File: src/common/render_consts.svh
`ifndef RENDER_CONSTS_SVH
`define RENDER_CONSTS_SVH

//////////////////////////////////////////////////////////////////////
// Bus and line geometry
//////////////////////////////////////////////////////////////////////

`define WORD_BITS          32
`define ADDR_BITS          16
`define LB_IDX_BITS        10
`define LINE_IDX_BITS      9
`define LINE_PIXELS        640   // Fixed line length

//////////////////////////////////////////////////////////////////////
// Register map
//////////////////////////////////////////////////////////////////////

`define REG_ADDR_BITS      4
`define REG_CTRL           4'd0  // Enable and depth
`define REG_BASE_LO        4'd1
`define REG_BASE_HI        4'd2
`define REG_PALETTE        4'd3

// Reset values and defaults
`define BASE_RESET         16'h8000
`define FIFO_DEPTH_DEFAULT 4

`endif

File: src/common/bus_pkg.sv
`include "render_consts.svh"

package bus_pkg;

    // Wishbone classic master request for reads only
    typedef struct packed {
        logic                  cyc;
        logic                  stb;
        logic [`ADDR_BITS-1:0] adr;   // Word address
    } wb_req_t;

    // Slave response
    typedef struct packed {
        logic [`WORD_BITS-1:0] dat;
        logic                  ack;
    } wb_rsp_t;

    // CPU side register port
    typedef struct packed {
        logic [`REG_ADDR_BITS-1:0] addr;
        logic [7:0]                wrdata;
        logic                      write;
    } reg_access_t;

endpackage

File: src/common/render_pkg.sv
`include "render_consts.svh"

package render_pkg;

    // Colour depth with code 3 reserved and treated as 8 bpp
    typedef enum logic [1:0] {
        DEPTH_2BPP = 2'd0,
        DEPTH_4BPP = 2'd1,
        DEPTH_8BPP = 2'd2
    } depth_t;

    // Layer configuration as seen by fetch and unpack
    typedef struct packed {
        logic                  enable;
        depth_t                depth;
        logic [`ADDR_BITS-1:0] base;
        logic [3:0]            pal_offset;
    } layer_cfg_t;

    // One bus word of pixel data
    // Byte view for 8 bpp and for the bit pairs of 2 bpp,
    // nibble view for 4 bpp
    typedef union packed {
        logic [3:0][7:0] bytes;     // bytes[0] is pixel data byte 0
        logic [7:0][3:0] nibbles;   // nibbles[1] is the high nibble of byte 0
    } pixel_word_t;

    // Line buffer write port
    typedef struct packed {
        logic                    wren;
        logic [`LB_IDX_BITS-1:0] idx;
        logic [7:0]              data;
    } lb_write_t;

endpackage

File: src/fetch/bitmap_fetch.sv
`include "render_consts.svh"

module bitmap_fetch (
    input  logic                         clk,
    input  logic                         rst,
    input  render_pkg::layer_cfg_t       cfg,
    input  logic [`LINE_IDX_BITS-1:0]    line_idx,
    input  logic                         line_render_start,
    output bus_pkg::wb_req_t             wb_req,
    input  bus_pkg::wb_rsp_t             wb_rsp,
    input  logic                         full,
    output logic                         push,
    output render_pkg::pixel_word_t      push_data
);

    typedef enum logic [1:0] {
        ST_IDLE,
        ST_REQ,    // cyc and stb high, waiting for ack
        ST_WAIT    // Gap cycle that also holds while the FIFO is full
    } state_t;

    state_t                state;
    logic [`ADDR_BITS-1:0] adr_r;
    logic [7:0]            word_cnt;
    logic [7:0]            words_per_line;
    logic [11:0]           line_mul5;
    logic [`ADDR_BITS-1:0] line_offset;
    logic [`ADDR_BITS-1:0] line_addr;
    logic                  last_word;
    logic                  next_req;

    //////////////////////////////////////////////////////////////////////
    // Line start address
    //////////////////////////////////////////////////////////////////////

    // 640 pixels is 5 * 2^n words, so the multiply is a shift and add
    assign line_mul5 = {3'b0, line_idx} + {1'b0, line_idx, 2'b0};

    always_comb begin
        case (cfg.depth)
            render_pkg::DEPTH_2BPP: begin
                words_per_line = 8'd40;
                line_offset    = `ADDR_BITS'({line_mul5, 3'b0});
            end
            render_pkg::DEPTH_4BPP: begin
                words_per_line = 8'd80;
                line_offset    = `ADDR_BITS'({line_mul5, 4'b0});
            end
            default: begin   // 8 bpp and the reserved code
                words_per_line = 8'd160;
                line_offset    = `ADDR_BITS'({line_mul5, 5'b0});   // Wraps mod 2^16
            end
        endcase
    end

    assign line_addr = cfg.base + line_offset;
    assign last_word = (word_cnt == words_per_line - 8'd1);
    assign next_req  = (state == ST_WAIT) && !full;

    //////////////////////////////////////////////////////////////////////
    // Wishbone master FSM
    //////////////////////////////////////////////////////////////////////

    always_ff @(posedge clk or posedge rst) begin
        if (rst) begin
            state    <= ST_IDLE;
            word_cnt <= 8'd0;
        end else if (line_render_start) begin
            state    <= ST_REQ;   // FIFO is flushed on the same edge
            word_cnt <= 8'd0;
        end else begin
            case (state)
                ST_REQ: begin
                    if (wb_rsp.ack) begin
                        word_cnt <= word_cnt + 8'd1;
                        state    <= last_word ? ST_IDLE : ST_WAIT;
                    end
                end
                ST_WAIT: begin
                    if (!full)
                        state <= ST_REQ;
                end
                default: ;
            endcase
        end
    end

    // Address advances as each new request is issued
    always_ff @(posedge clk) begin
        if (line_render_start)
            adr_r <= line_addr;
        else if (next_req)
            adr_r <= adr_r + `ADDR_BITS'(1);
    end

    assign wb_req = '{cyc: (state == ST_REQ), stb: (state == ST_REQ), adr: adr_r};

    // Word goes straight into the FIFO at the ack edge
    assign push      = (state == ST_REQ) && wb_rsp.ack;
    assign push_data = wb_rsp.dat;

endmodule

File: src/pixel/pixel_unpack.sv
`include "render_consts.svh"

module pixel_unpack (
    input  logic                    clk,
    input  logic                    rst,
    input  render_pkg::layer_cfg_t  cfg,
    input  logic                    line_render_start,
    input  logic                    empty,
    output logic                    pop,
    input  render_pkg::pixel_word_t pop_data,
    output render_pkg::lb_write_t   linebuf,
    output logic                    line_render_done
);

    localparam logic [`LB_IDX_BITS-1:0] LAST_IDX = `LB_IDX_BITS'(`LINE_PIXELS - 1);

    logic                    active_r;   // Line in progress
    logic                    busy_r;     // word_r still has pixels left
    logic                    done_r;
    logic [3:0]              pix_r;
    logic [`LB_IDX_BITS-1:0] idx_r;
    render_pkg::pixel_word_t word_r;

    render_pkg::pixel_word_t src;
    logic [3:0]              pix;
    logic [3:0]              last_pix;
    logic [7:0]              cur_byte;
    logic [7:0]              raw;
    logic [7:0]              color;
    logic                    emit;

    logic                    wren_r;
    logic [`LB_IDX_BITS-1:0] wr_idx_r;
    logic [7:0]              wr_data_r;

    //////////////////////////////////////////////////////////////////////
    // Pixel select
    //////////////////////////////////////////////////////////////////////

    // Pixel 0 comes straight from the FIFO head in the pop cycle
    assign pop  = active_r && !busy_r && !empty;
    assign emit = busy_r || pop;
    assign src  = busy_r ? word_r : pop_data;
    assign pix  = busy_r ? pix_r : 4'd0;

    always_comb begin
        cur_byte = src.bytes[pix[3:2]];
        case (cfg.depth)
            render_pkg::DEPTH_2BPP: begin
                last_pix = 4'd15;
                raw      = {6'b0, cur_byte[{~pix[1:0], 1'b1} -: 2]};   // MSB pair first
            end
            render_pkg::DEPTH_4BPP: begin
                last_pix = 4'd7;
                raw      = {4'b0, src.nibbles[{pix[2:1], ~pix[0]}]};  // High nibble first
            end
            default: begin
                last_pix = 4'd3;
                raw      = src.bytes[pix[1:0]];
            end
        endcase
    end

    // Palette offset only lands on non-zero pixels below 16
    always_comb begin
        if (raw[7:4] == 4'd0 && raw != 8'd0)
            color = {cfg.pal_offset, raw[3:0]};
        else
            color = raw;
    end

    //////////////////////////////////////////////////////////////////////
    // Counters and control
    //////////////////////////////////////////////////////////////////////

    always_ff @(posedge clk or posedge rst) begin
        if (rst) begin
            active_r <= 1'b0;
            busy_r   <= 1'b0;
            pix_r    <= 4'd0;
            idx_r    <= '0;
            wren_r   <= 1'b0;
            done_r   <= 1'b0;
        end else begin
            wren_r <= emit;
            if (line_render_start) begin
                active_r <= 1'b1;
                busy_r   <= 1'b0;
                pix_r    <= 4'd0;
                idx_r    <= '0;
                done_r   <= 1'b0;
            end else begin
                if (emit) begin
                    busy_r <= (pix != last_pix);
                    pix_r  <= pix + 4'd1;
                    idx_r  <= idx_r + 1'b1;
                    if (idx_r == LAST_IDX)
                        active_r <= 1'b0;   // No more pops this line
                end
                if (wren_r && wr_idx_r == LAST_IDX)
                    done_r <= 1'b1;
            end
        end
    end

    // Word and write payload
    always_ff @(posedge clk) begin
        if (pop)
            word_r <= pop_data;
        if (emit) begin
            wr_idx_r  <= idx_r;
            wr_data_r <= color;
        end
    end

    assign linebuf          = '{wren: wren_r, idx: wr_idx_r, data: wr_data_r};
    assign line_render_done = done_r;

endmodule

File: src/rtl/bitmap_layer.sv
`include "render_consts.svh"

module bitmap_layer (
    input  logic                      clk,
    input  logic                      rst,
    input  bus_pkg::reg_access_t      regs,
    output logic [7:0]                regs_rddata,
    input  logic [`LINE_IDX_BITS-1:0] line_idx,
    input  logic                      line_render_start,
    output logic                      line_render_done,
    output logic                      layer_enabled,
    output bus_pkg::wb_req_t          wb_req,
    input  bus_pkg::wb_rsp_t          wb_rsp,
    output render_pkg::lb_write_t     linebuf
);

    render_pkg::layer_cfg_t  cfg;
    render_pkg::pixel_word_t push_data;
    render_pkg::pixel_word_t pop_data;
    logic                    push;
    logic                    pop;
    logic                    full;
    logic                    empty;

    assign layer_enabled = cfg.enable;

    layer_regs i_layer_regs (
        .clk         (clk),
        .rst         (rst),
        .regs        (regs),
        .regs_rddata (regs_rddata),
        .cfg         (cfg)
    );

    bitmap_fetch i_bitmap_fetch (
        .clk               (clk),
        .rst               (rst),
        .cfg               (cfg),
        .line_idx          (line_idx),
        .line_render_start (line_render_start),
        .wb_req            (wb_req),
        .wb_rsp            (wb_rsp),
        .full              (full),
        .push              (push),
        .push_data         (push_data)
    );

    // Start of line also drops any stale words
    word_fifo #(
        .DEPTH (`FIFO_DEPTH_DEFAULT)
    ) i_word_fifo (
        .clk       (clk),
        .rst       (rst),
        .flush     (line_render_start),
        .push      (push),
        .push_data (push_data),
        .full      (full),
        .pop       (pop),
        .pop_data  (pop_data),
        .empty     (empty)
    );

    pixel_unpack i_pixel_unpack (
        .clk               (clk),
        .rst               (rst),
        .cfg               (cfg),
        .line_render_start (line_render_start),
        .empty             (empty),
        .pop               (pop),
        .pop_data          (pop_data),
        .linebuf           (linebuf),
        .line_render_done  (line_render_done)
    );

endmodule

File: src/rtl/layer_regs.sv
`include "render_consts.svh"

module layer_regs (
    input  logic                   clk,
    input  logic                   rst,
    input  bus_pkg::reg_access_t   regs,
    output logic [7:0]             regs_rddata,
    output render_pkg::layer_cfg_t cfg
);

    //////////////////////////////////////////////////////////////////////
    // Write decode
    //////////////////////////////////////////////////////////////////////

    always_ff @(posedge clk or posedge rst) begin
        if (rst) begin
            cfg.enable     <= 1'b0;
            cfg.depth      <= render_pkg::DEPTH_2BPP;
            cfg.base       <= `BASE_RESET;
            cfg.pal_offset <= 4'd0;
        end else if (regs.write) begin
            case (regs.addr)
                `REG_CTRL: begin
                    cfg.enable <= regs.wrdata[0];
                    cfg.depth  <= render_pkg::depth_t'(regs.wrdata[6:5]);
                end
                `REG_BASE_LO: cfg.base[7:0]    <= regs.wrdata;
                `REG_BASE_HI: cfg.base[15:8]   <= regs.wrdata;
                `REG_PALETTE: cfg.pal_offset   <= regs.wrdata[3:0];
                default: ;   // Writes to other addresses are dropped
            endcase
        end
    end

    //////////////////////////////////////////////////////////////////////
    // Read-back
    //////////////////////////////////////////////////////////////////////

    always_comb begin
        case (regs.addr)
            `REG_CTRL:    regs_rddata = {1'b0, cfg.depth, 4'b0, cfg.enable};
            `REG_BASE_LO: regs_rddata = cfg.base[7:0];
            `REG_BASE_HI: regs_rddata = cfg.base[15:8];
            `REG_PALETTE: regs_rddata = {4'b0, cfg.pal_offset};
            default:      regs_rddata = 8'h00;
        endcase
    end

endmodule

File: src/rtl/word_fifo.sv
module word_fifo #(
    parameter int DEPTH = 4
) (
    input  logic                    clk,
    input  logic                    rst,
    input  logic                    flush,
    input  logic                    push,
    input  render_pkg::pixel_word_t push_data,
    output logic                    full,
    input  logic                    pop,
    output render_pkg::pixel_word_t pop_data,
    output logic                    empty
);

    localparam int PTR_BITS = (DEPTH > 1) ? $clog2(DEPTH) : 1;
    localparam int CNT_BITS = $clog2(DEPTH + 1);

    render_pkg::pixel_word_t mem [DEPTH];

    logic [PTR_BITS-1:0] wr_ptr;
    logic [PTR_BITS-1:0] rd_ptr;
    logic [CNT_BITS-1:0] count;
    logic                do_push;
    logic                do_pop;

    assign do_push = push && !full;
    assign do_pop  = pop && !empty;

    always_ff @(posedge clk or posedge rst) begin
        if (rst) begin
            wr_ptr <= '0;
            rd_ptr <= '0;
            count  <= '0;
        end else if (flush) begin
            wr_ptr <= '0;
            rd_ptr <= '0;
            count  <= '0;
        end else begin
            if (do_push)
                wr_ptr <= (wr_ptr == PTR_BITS'(DEPTH - 1)) ? '0 : wr_ptr + 1'b1;
            if (do_pop)
                rd_ptr <= (rd_ptr == PTR_BITS'(DEPTH - 1)) ? '0 : rd_ptr + 1'b1;
            if (do_push && !do_pop)
                count <= count + 1'b1;
            else if (do_pop && !do_push)
                count <= count - 1'b1;
        end
    end

    // Storage
    always_ff @(posedge clk) begin
        if (do_push && !flush)
            mem[wr_ptr] <= push_data;
    end

    assign pop_data = mem[rd_ptr];   // Head word
    assign full     = (count == CNT_BITS'(DEPTH));
    assign empty    = (count == '0);

endmodule

File: config.mk
export PLATFORM = sky130hd
export DESIGN_NAME = bitmap_layer
export DESIGN_NICKNAME = d
export VERILOG_FILES = /design/src/common/bus_pkg.sv /design/src/common/render_pkg.sv /design/src/fetch/bitmap_fetch.sv /design/src/pixel/pixel_unpack.sv /design/src/rtl/bitmap_layer.sv /design/src/rtl/layer_regs.sv /design/src/rtl/word_fifo.sv
export VERILOG_INCLUDE_DIRS = /design/src /design/src/common
export SDC_FILE = /design/constraint.sdc
export NUM_CORES = 1
export LEC_CHECK = 0
export BUFFER_PORTS_ARGS = -buffer_cell sky130_fd_sc_hd__buf_2
export CORE_MARGIN = 2
export CORE_UTILIZATION = 30
export CTS_BUF_LIST = sky130_fd_sc_hd__clkbuf_2 sky130_fd_sc_hd__clkbuf_4 sky130_fd_sc_hd__clkbuf_8
export CTS_CLUSTER_DIAMETER = 50
export DETAILED_ROUTE_END_ITERATION = 10
export HOLD_SLACK_MARGIN = 0.02
export MAX_ROUTING_LAYER = met4
export PLACE_DENSITY_LB_ADDON = 0.2
export SLEW_MARGIN = 20
export SYNTH_ARGS = -nofsm -noshare
export SYNTH_HDL_FRONTEND = slang
export SYNTH_SLANG_ARGS = --single-unit
export TNS_END_PERCENT = 10
File: constraint.sdc
create_clock -name clk -period 4.3 [get_ports clk]
set_input_delay 0.43 -clock clk [delete_from_list [all_inputs] [get_ports clk]]
set_output_delay 0.43 -clock clk [all_outputs]
set_load 0.02 [all_outputs]
==> Yosys cells after proc, flatten, opt, wreduce, memory -nomap -nowiden <==
Memory sizes are Yosys's and may differ from the RTL's.
Cells that the tools add are included.
{ "word_totals": {"register_bits": 124, "ramBits": 128, "elab_cells": 139, "memories": 1} }
{ "memory_table": {"columns": ["name", "depth", "width", "rd", "rd_ports_with_merged_regs", "write_ports", "line_no", "rtl"], "rows": [
  ["i_word_fifo.mem", 4, 32, 1, 0, 1, "word_fifo.sv:18", "render_pkg::pixel_word_t mem [DEPTH];"]
]} }
{ "classes": {"add_sub_neg": 11, "magnitude_cmp": 3, "eq_ne": 15, "n_shift": 1, "n_mux": 46, "bitwise": 2, "n_reduce_logical": 40} }
{ "op_table": {"columns": ["op", "count"], "rows": [
  ["2-to-1 mux 8 bit", 6],
  ["binary-select mux 8 bit (select 2 bit)", 2],
  ["2-to-1 mux 16 bit", 2],
  ["2-to-1 mux 32 bit", 1],
  ["one-hot mux 16 bit (2 select lines)", 1],
  ["one-hot mux 8 bit (2 select lines)", 2],
  ["one-hot mux 8 bit (4 select lines)", 1],
  ["equality test 10 bit, second input constant", 2],
  ["2-to-1 mux 10 bit", 2],
  ["2-to-1 mux 2 bit", 10],
  ["adder 16 x 1 -> 16 bit, second input constant", 1],
  ["adder 16 bit", 1],
  ["2-to-1 mux 4 bit", 4],
  ["nonzero test 2 bit", 8],
  ["adder 9 x 11 -> 12 bit", 1],
  ["binary-select mux 4 bit (select 3 bit)", 1],
  ["AND reduction 2 bit", 6],
  ["logical AND 1 bit", 11],
  ["adder 10 x 1 -> 10 bit, second input constant", 1],
  ["2-to-1 mux 1 bit", 9],
  ["2-to-1 mux 3 bit", 3],
  ["variable part select 9 x 4 -> 2 bit", 1],
  ["adder 8 x 1 -> 8 bit, second input constant", 1],
  ["equality test 4 x 2 -> 1 bit, second input constant", 2],
  ["other kinds (27)", 39]
]} }

==> Longest topological paths before layout <==
An unclocked memory read counts as a cell.
{ "logic_depth": {"depth_word": 9, "depth_mapped": 17, "mapped_depth_nobuf": 17} }

==> Cells and area by module <==
Synthesis repeated with hierarchy kept, for this count alone.
{ "hier_totals": {"hier_cells": 963, "hier_area_um2": 12787.3} }
{ "by_module_without_submodules": {"columns": ["module", "instances", "cells_each", "area_per_inst_um2", "seq_area_each_um2"], "rows": [
  ["word_fifo", 1, 233, 5200.0, 4018.9],
  ["pixel_unpack", 1, 291, 3503.4, 1951.9],
  ["bitmap_fetch", 1, 358, 2950.3, 730.7],
  ["layer_regs", 1, 81, 1133.6, 576.8]
]} }

==> Least setup slack after synthesis <==
Ideal clock, no wire load.
{ "synth_path": {"path_kind": "register to register", "from": "register i_pixel_unpack.busy_r", "to": "register i_word_fifo.count[2]", "setup_time_ns": 0.132, "arrival_ns": 3.701, "setup_slack_ns": 0.468, "stages_incl_launch_ff": 11, "period_less_slack_ns": 3.832, "path_cell_list": "dfrtp_1 > clkbuf_1 > clkbuf_1 > clkbuf_1 > nor2_1 > nor2_1 > fa_1 > or3_1 > nand2_1 > xnor2_1 > nor2_1"} }
{ "synth_between": {"elab_chain_cells": 8, "word_cells_on_any_way": 10, "classes_between": "mux (2); reduce/logical (8)"} }
{ "synth_rtl": {"columns": ["item", "line_no", "rtl"], "rows": [
  ["start: declaration", "pixel_unpack.sv:18", "logic busy_r;"],
  ["start signal: assignment", "pixel_unpack.sv:94", "busy_r <= (pix != last_pix);"],
  ["logical NOT 1 bit (*)", "pixel_unpack.sv:41", "assign pop = active_r && !busy_r && !empty;"],
  ["logical AND 1 bit (*) (2 in a row)", "pixel_unpack.sv:41", null],
  ["net i_pixel_unpack.pop", "pixel_unpack.sv:9", "output logic pop,"],
  ["logical AND 1 bit (*)", "word_fifo.sv:27", "assign do_pop = pop && !empty;"],
  ["logical NOT 1 bit", "word_fifo.sv:43", "if (do_push && !do_pop)"],
  ["logical AND 1 bit", "word_fifo.sv:43", null],
  ["2-to-1 mux 3 bit", "word_fifo.sv:43", null],
  ["2-to-1 mux 3 bit", "word_fifo.sv:34", "end else if (flush) begin"],
  ["end signal: assignment", "word_fifo.sv:44", "count <= count + 1'b1;"],
  ["end signal: assignment", "word_fifo.sv:46", "count <= count - 1'b1;"],
  ["end: declaration", "word_fifo.sv:22", "logic [CNT_BITS-1:0] count;"]
]} }
Mark *: on every way through the listed nets, which the timed path passes. The rest lies on a longest branch.
A chain may end at the register's enable or synchronous reset.

==> Final worst setup path <==
{ "layout_path": {"from": "register i_layer_regs.cfg[21] (netlist name)", "to": "register i_bitmap_fetch.adr_r[15], data pin"} }
{ "layout_between": {"elab_chain_cells": 4, "word_cells_on_any_way": 5, "classes_between": "add/sub (1); eq/ne (1); mux (2); reduce/logical (1)"} }
{ "layout_rtl": {"columns": ["item", "line_no", "rtl"], "rows": [
  ["equality test 2 x 1 -> 1 bit or logical NOT 2 bit (tied branches)", "bitmap_fetch.sv:40", "case (cfg.depth)"],
  ["one-hot mux 16 bit (2 select lines) (*)", "bitmap_fetch.sv:40", null],
  ["adder 16 bit (*)", "bitmap_fetch.sv:56", "assign line_addr = cfg.base + line_offset;"],
  ["2-to-1 mux 16 bit (*)", "bitmap_fetch.sv:90", "if (line_render_start)"],
  ["end signal: assignment", "bitmap_fetch.sv:91", "adr_r <= line_addr;"],
  ["end signal: assignment", "bitmap_fetch.sv:93", "adr_r <= adr_r + `ADDR_BITS'(1);"],
  ["end: declaration", "bitmap_fetch.sv:23", "logic [`ADDR_BITS-1:0] adr_r;"]
]} }
Every way passes the cells marked *; elsewhere a longest branch is shown, timed or not.

==> out/qor.yml <==
setup_path:
  path_cells: "or2_2, ha_1, or2_0, o21ai_0, ha_1, o21ai_0, a21oi_1, o41ai_1, o22ai_1, o41ai_1, xnor3_1, a21oi_1"
  critPathArrivalTime_ns: 4.14
  critPathKind: "flop to flop"
  cpPeakStageDelay_ns: 0.47
  crit_path_start_kind: "flop"
  critPathMaxFanout: 9
  endpoint_kind: "flop"
  slowest_stage: "dfrtp_1"
  cp_data_required_time_ns: 4.73
synth:
  synth_edf_count: 194
  syn-cell-area_um2: 12100
  yosys_warnings: 0
  yosysUniqueCellTypes: 69
  synth.avg_cell_area_um2: 13.8
  synth_largest_area_cell: "edfxtp_1"
  syn_nets: 969
  yosys.cell_count.top_type: "edfxtp_1"
  synth_top_area_share_pct: 48.2
  ys_ff_latch: 252
  netlist_instances: 877
  synth_ff_type: "edfxtp_1"
  synthTopCellsByCount: "edfxtp_1, nor2_1, nand2_1"
  synth_area_leaders: "edfxtp_1, dfrtp_1, mux4_2"
  ys_seq_area_share_pct: 60.2
  async_flop_share_pct: 23.0
final_layout:
  drive_above_1_share_pct: 27.0
  nFillCells: 3880
  antennaDiodeCount: 0
  nets: 1135
  syn_to_final_growth_pct: 20.2
pwr:
  switching_share_pct: 33.5
  power.total_mw: 8.56
  seqPwrFrac_pct: 42.6
  vdd_ir_drop_max_mv: 0.251
  pwr-share-clk_pct: 27.0
  power_density_nw_per_um2: 589
  p_int_mw: 5.69
  leakagePower_nw: 5.34
  combPwrFrac_pct: 30.4
  p_sw_mw: 2.87
cts:
  ctsResizeCount: 0
  tritoncts: "built"
  clock_sinks: 252
  cts_buffer_depth: 3
  cts_buffers: 46
  hold_buffers: 32
  htree_levels: 2
  post-cts-setup-buffer-count: 0
  insertion_delay_ns: 0.61
  clkTransAtPathRegs_ns: 0.06
  cts_root_buffer: "clkbuf_8"
floorplanning:
  row_count: 73
  dieArea_um2: 41900
  die-height_um: 205
  core_area_um2: 39700
  io_pins: 105
  fp.dieW_um: 205
  start_util_pct: 30.4
detailed_routing:
  drcViolationCount: 0
  firstDrtPassIters: 7
  detail-route-antenna-nets: 0
  dr_total_vias: 7623
  via_per_inst: 4.76
  drt-wirelength-per-cell_um: 17.7
  routed_wl_um: 28300
  drt-initial-drc-count: 525
global_route:
  antenna_found_initial: 0
  first_global_vias: 7806
  grt_max_degree: 39
  track_usage_pct: 14.3
  grt_pass1_wl_um: 44700
  grt-ovfl-total: 0
place:
  portBuffers: 104
  place_hpwl_um: 19400
  gp_congestion: 0.816
  post-place-ws_ns: 0.468
run:
  cap_violations: 0
timing:
  setup_tns_ns: 0
  maxSlewHeadroom_pct: 36.5
  hold_viol: 0
  finalCritPeriodShare_pct: 86.3
  max_slew.worst_pin.slew_ns: 0.953
  fmax_ghz: 0.270
  finalCriticalPeriod_ns: 3.71
  clock_skew_ns: 0.0348
  layout_setup_ws_ns: 0.590
  finalSetupViolations: 0
  slew_viol_final: 0
  rsz0062_at_grt: "false"
worst_hold_path:
  hp-class: "input port to flop"
status:
  status: "finished clean"
[routing by layer]
metal	global-route usage [%]	wire, um	up-vias
met1	19.4	13400	3735
met5	-	0	-
met3	2.51	1300	41
met2	21.6	12900	179
li1	-	-	3668
met4	5.07	650	0
[layout by cell type (no fill, tap or decap), types with 17 or more instances in the layout]
| master | n |
|---|---|
| edfxtp_1 | 194 |
| buf_2 | 104 |
| nor2_1 | 76 |
| nand2_1 | 63 |
| dfrtp_1 | 56 |
| clkbuf_8 | 50 |
| mux4_2 | 45 |
| o21ai_0 | 36 |
| mux2_2 | 32 |
| a21oi_1 | 32 |
| dlygate4sd3_1 | 32 |
| ha_1 | 31 |
| xnor2_1 | 29 |
| mux2i_1 | 26 |
| inv_1 | 23 |
| buf_4 | 22 |
| nand3_1 | 19 |
| xor2_1 | 18 |
| nand2b_1 | 17 |
[power groups by stage]
stage | registers (mW) | clock network [mW] | logic, mW
2_1_floorplan | 3.64 | 0 | 1.79
3_3_place_gp | 3.69 | 0 | 2.61
3_5_place_dp | 3.70 | 0 | 2.61
4_1_cts | 3.66 | 2.41 | 2.64
5_1_grt | 3.72 | 2.50 | 2.90
6_report | 3.65 | 2.31 | 2.61
[registers in the layout, indices dropped and copies added (netlist names), 2 cells and up]
signal                    cells
i_bitmap_fetch.adr_r         16
i_bitmap_fetch.state          2
i_bitmap_fetch.word_cnt       8
i_layer_regs.cfg             23
i_pixel_unpack.idx_r         10
i_pixel_unpack.pix_r          4
i_pixel_unpack.word_r        32
i_pixel_unpack.wr_data_r      8
i_pixel_unpack.wr_idx_r      10
i_word_fifo.count             3
i_word_fifo.mem             128
i_word_fifo.rd_ptr            2
i_word_fifo.wr_ptr            2
[cell families after synthesis]
| family | count (synthesis) | synth area share (%) |
|---|---|---|
| compound gates | 124 | 6.47 |
| xor+xnor | 48 | 3.59 |
| fa+ha+maj | 34 | 3.71 |
| buf+inv | 65 | 2.19 |
| flops | 252 | 60.2 |
| mux | 104 | 13.7 |
| simple gates | 250 | 10.1 |
[cell type report]
type	count	area (um2)	share of cell area [%]
clock buffer	61	771	5.31
clock inverter	20	168	1.15
inverter	25	93.8	0.646
multi-input combinational	560	4550	31.3
sequential	252	7280	50.1
tap	525	657	4.52
timing repair buffer	158	1010	6.93
[per-stage QoR]
stage / hold slack (ns) / cell area [um2] / std cells / util (%)
after floorplan: 0.455 / 12100 / 877 / -
after global placement: 0.480 / 13300 / 1488 / 33.4
after detailed placement: 0.481 / 13300 / 1488 / 33.4
after CTS: 0.0257 / 14500 / 1601 / 36.6
after global routing: 0.0445 / 14500 / 1601 / 36.6
final: 0.0834 / 14500 / 1601 / 36.6
[worst paths after layout]
path | start | end | slack [ns] | depth (start not counted)
min reg2reg | i_pixel_unpack.line_render_done | i_pixel_unpack.line_render_done | 0.50 | 2
min in group asynchronous | rst | i_pixel_unpack.wren_r | 0.52 | 3
min | wb_rsp[21] | i_word_fifo.mem[2][20] | 0.08 | 1
max in group asynchronous | rst | i_layer_regs.cfg[19] | 2.91 | 4
max reg2reg | i_layer_regs.cfg[21] | i_bitmap_fetch.adr_r[15] | 0.59 | 12
max | i_layer_regs.cfg[21] | i_bitmap_fetch.adr_r[15] | 0.59 | 12
[worst max-delay path, delay by kind of cell, from the launching register on]
kind	cells	cell delay, ns
XOR/XNOR	1	0.28
adder cells (fa/ha/maj)	2	0.53
flip-flops	1	0.47
AND/OR/NAND/NOR	2	0.71
AO/OA/AOI/OAI	7	1.56
Note: power is estimated with default switching activity, not from simulation.
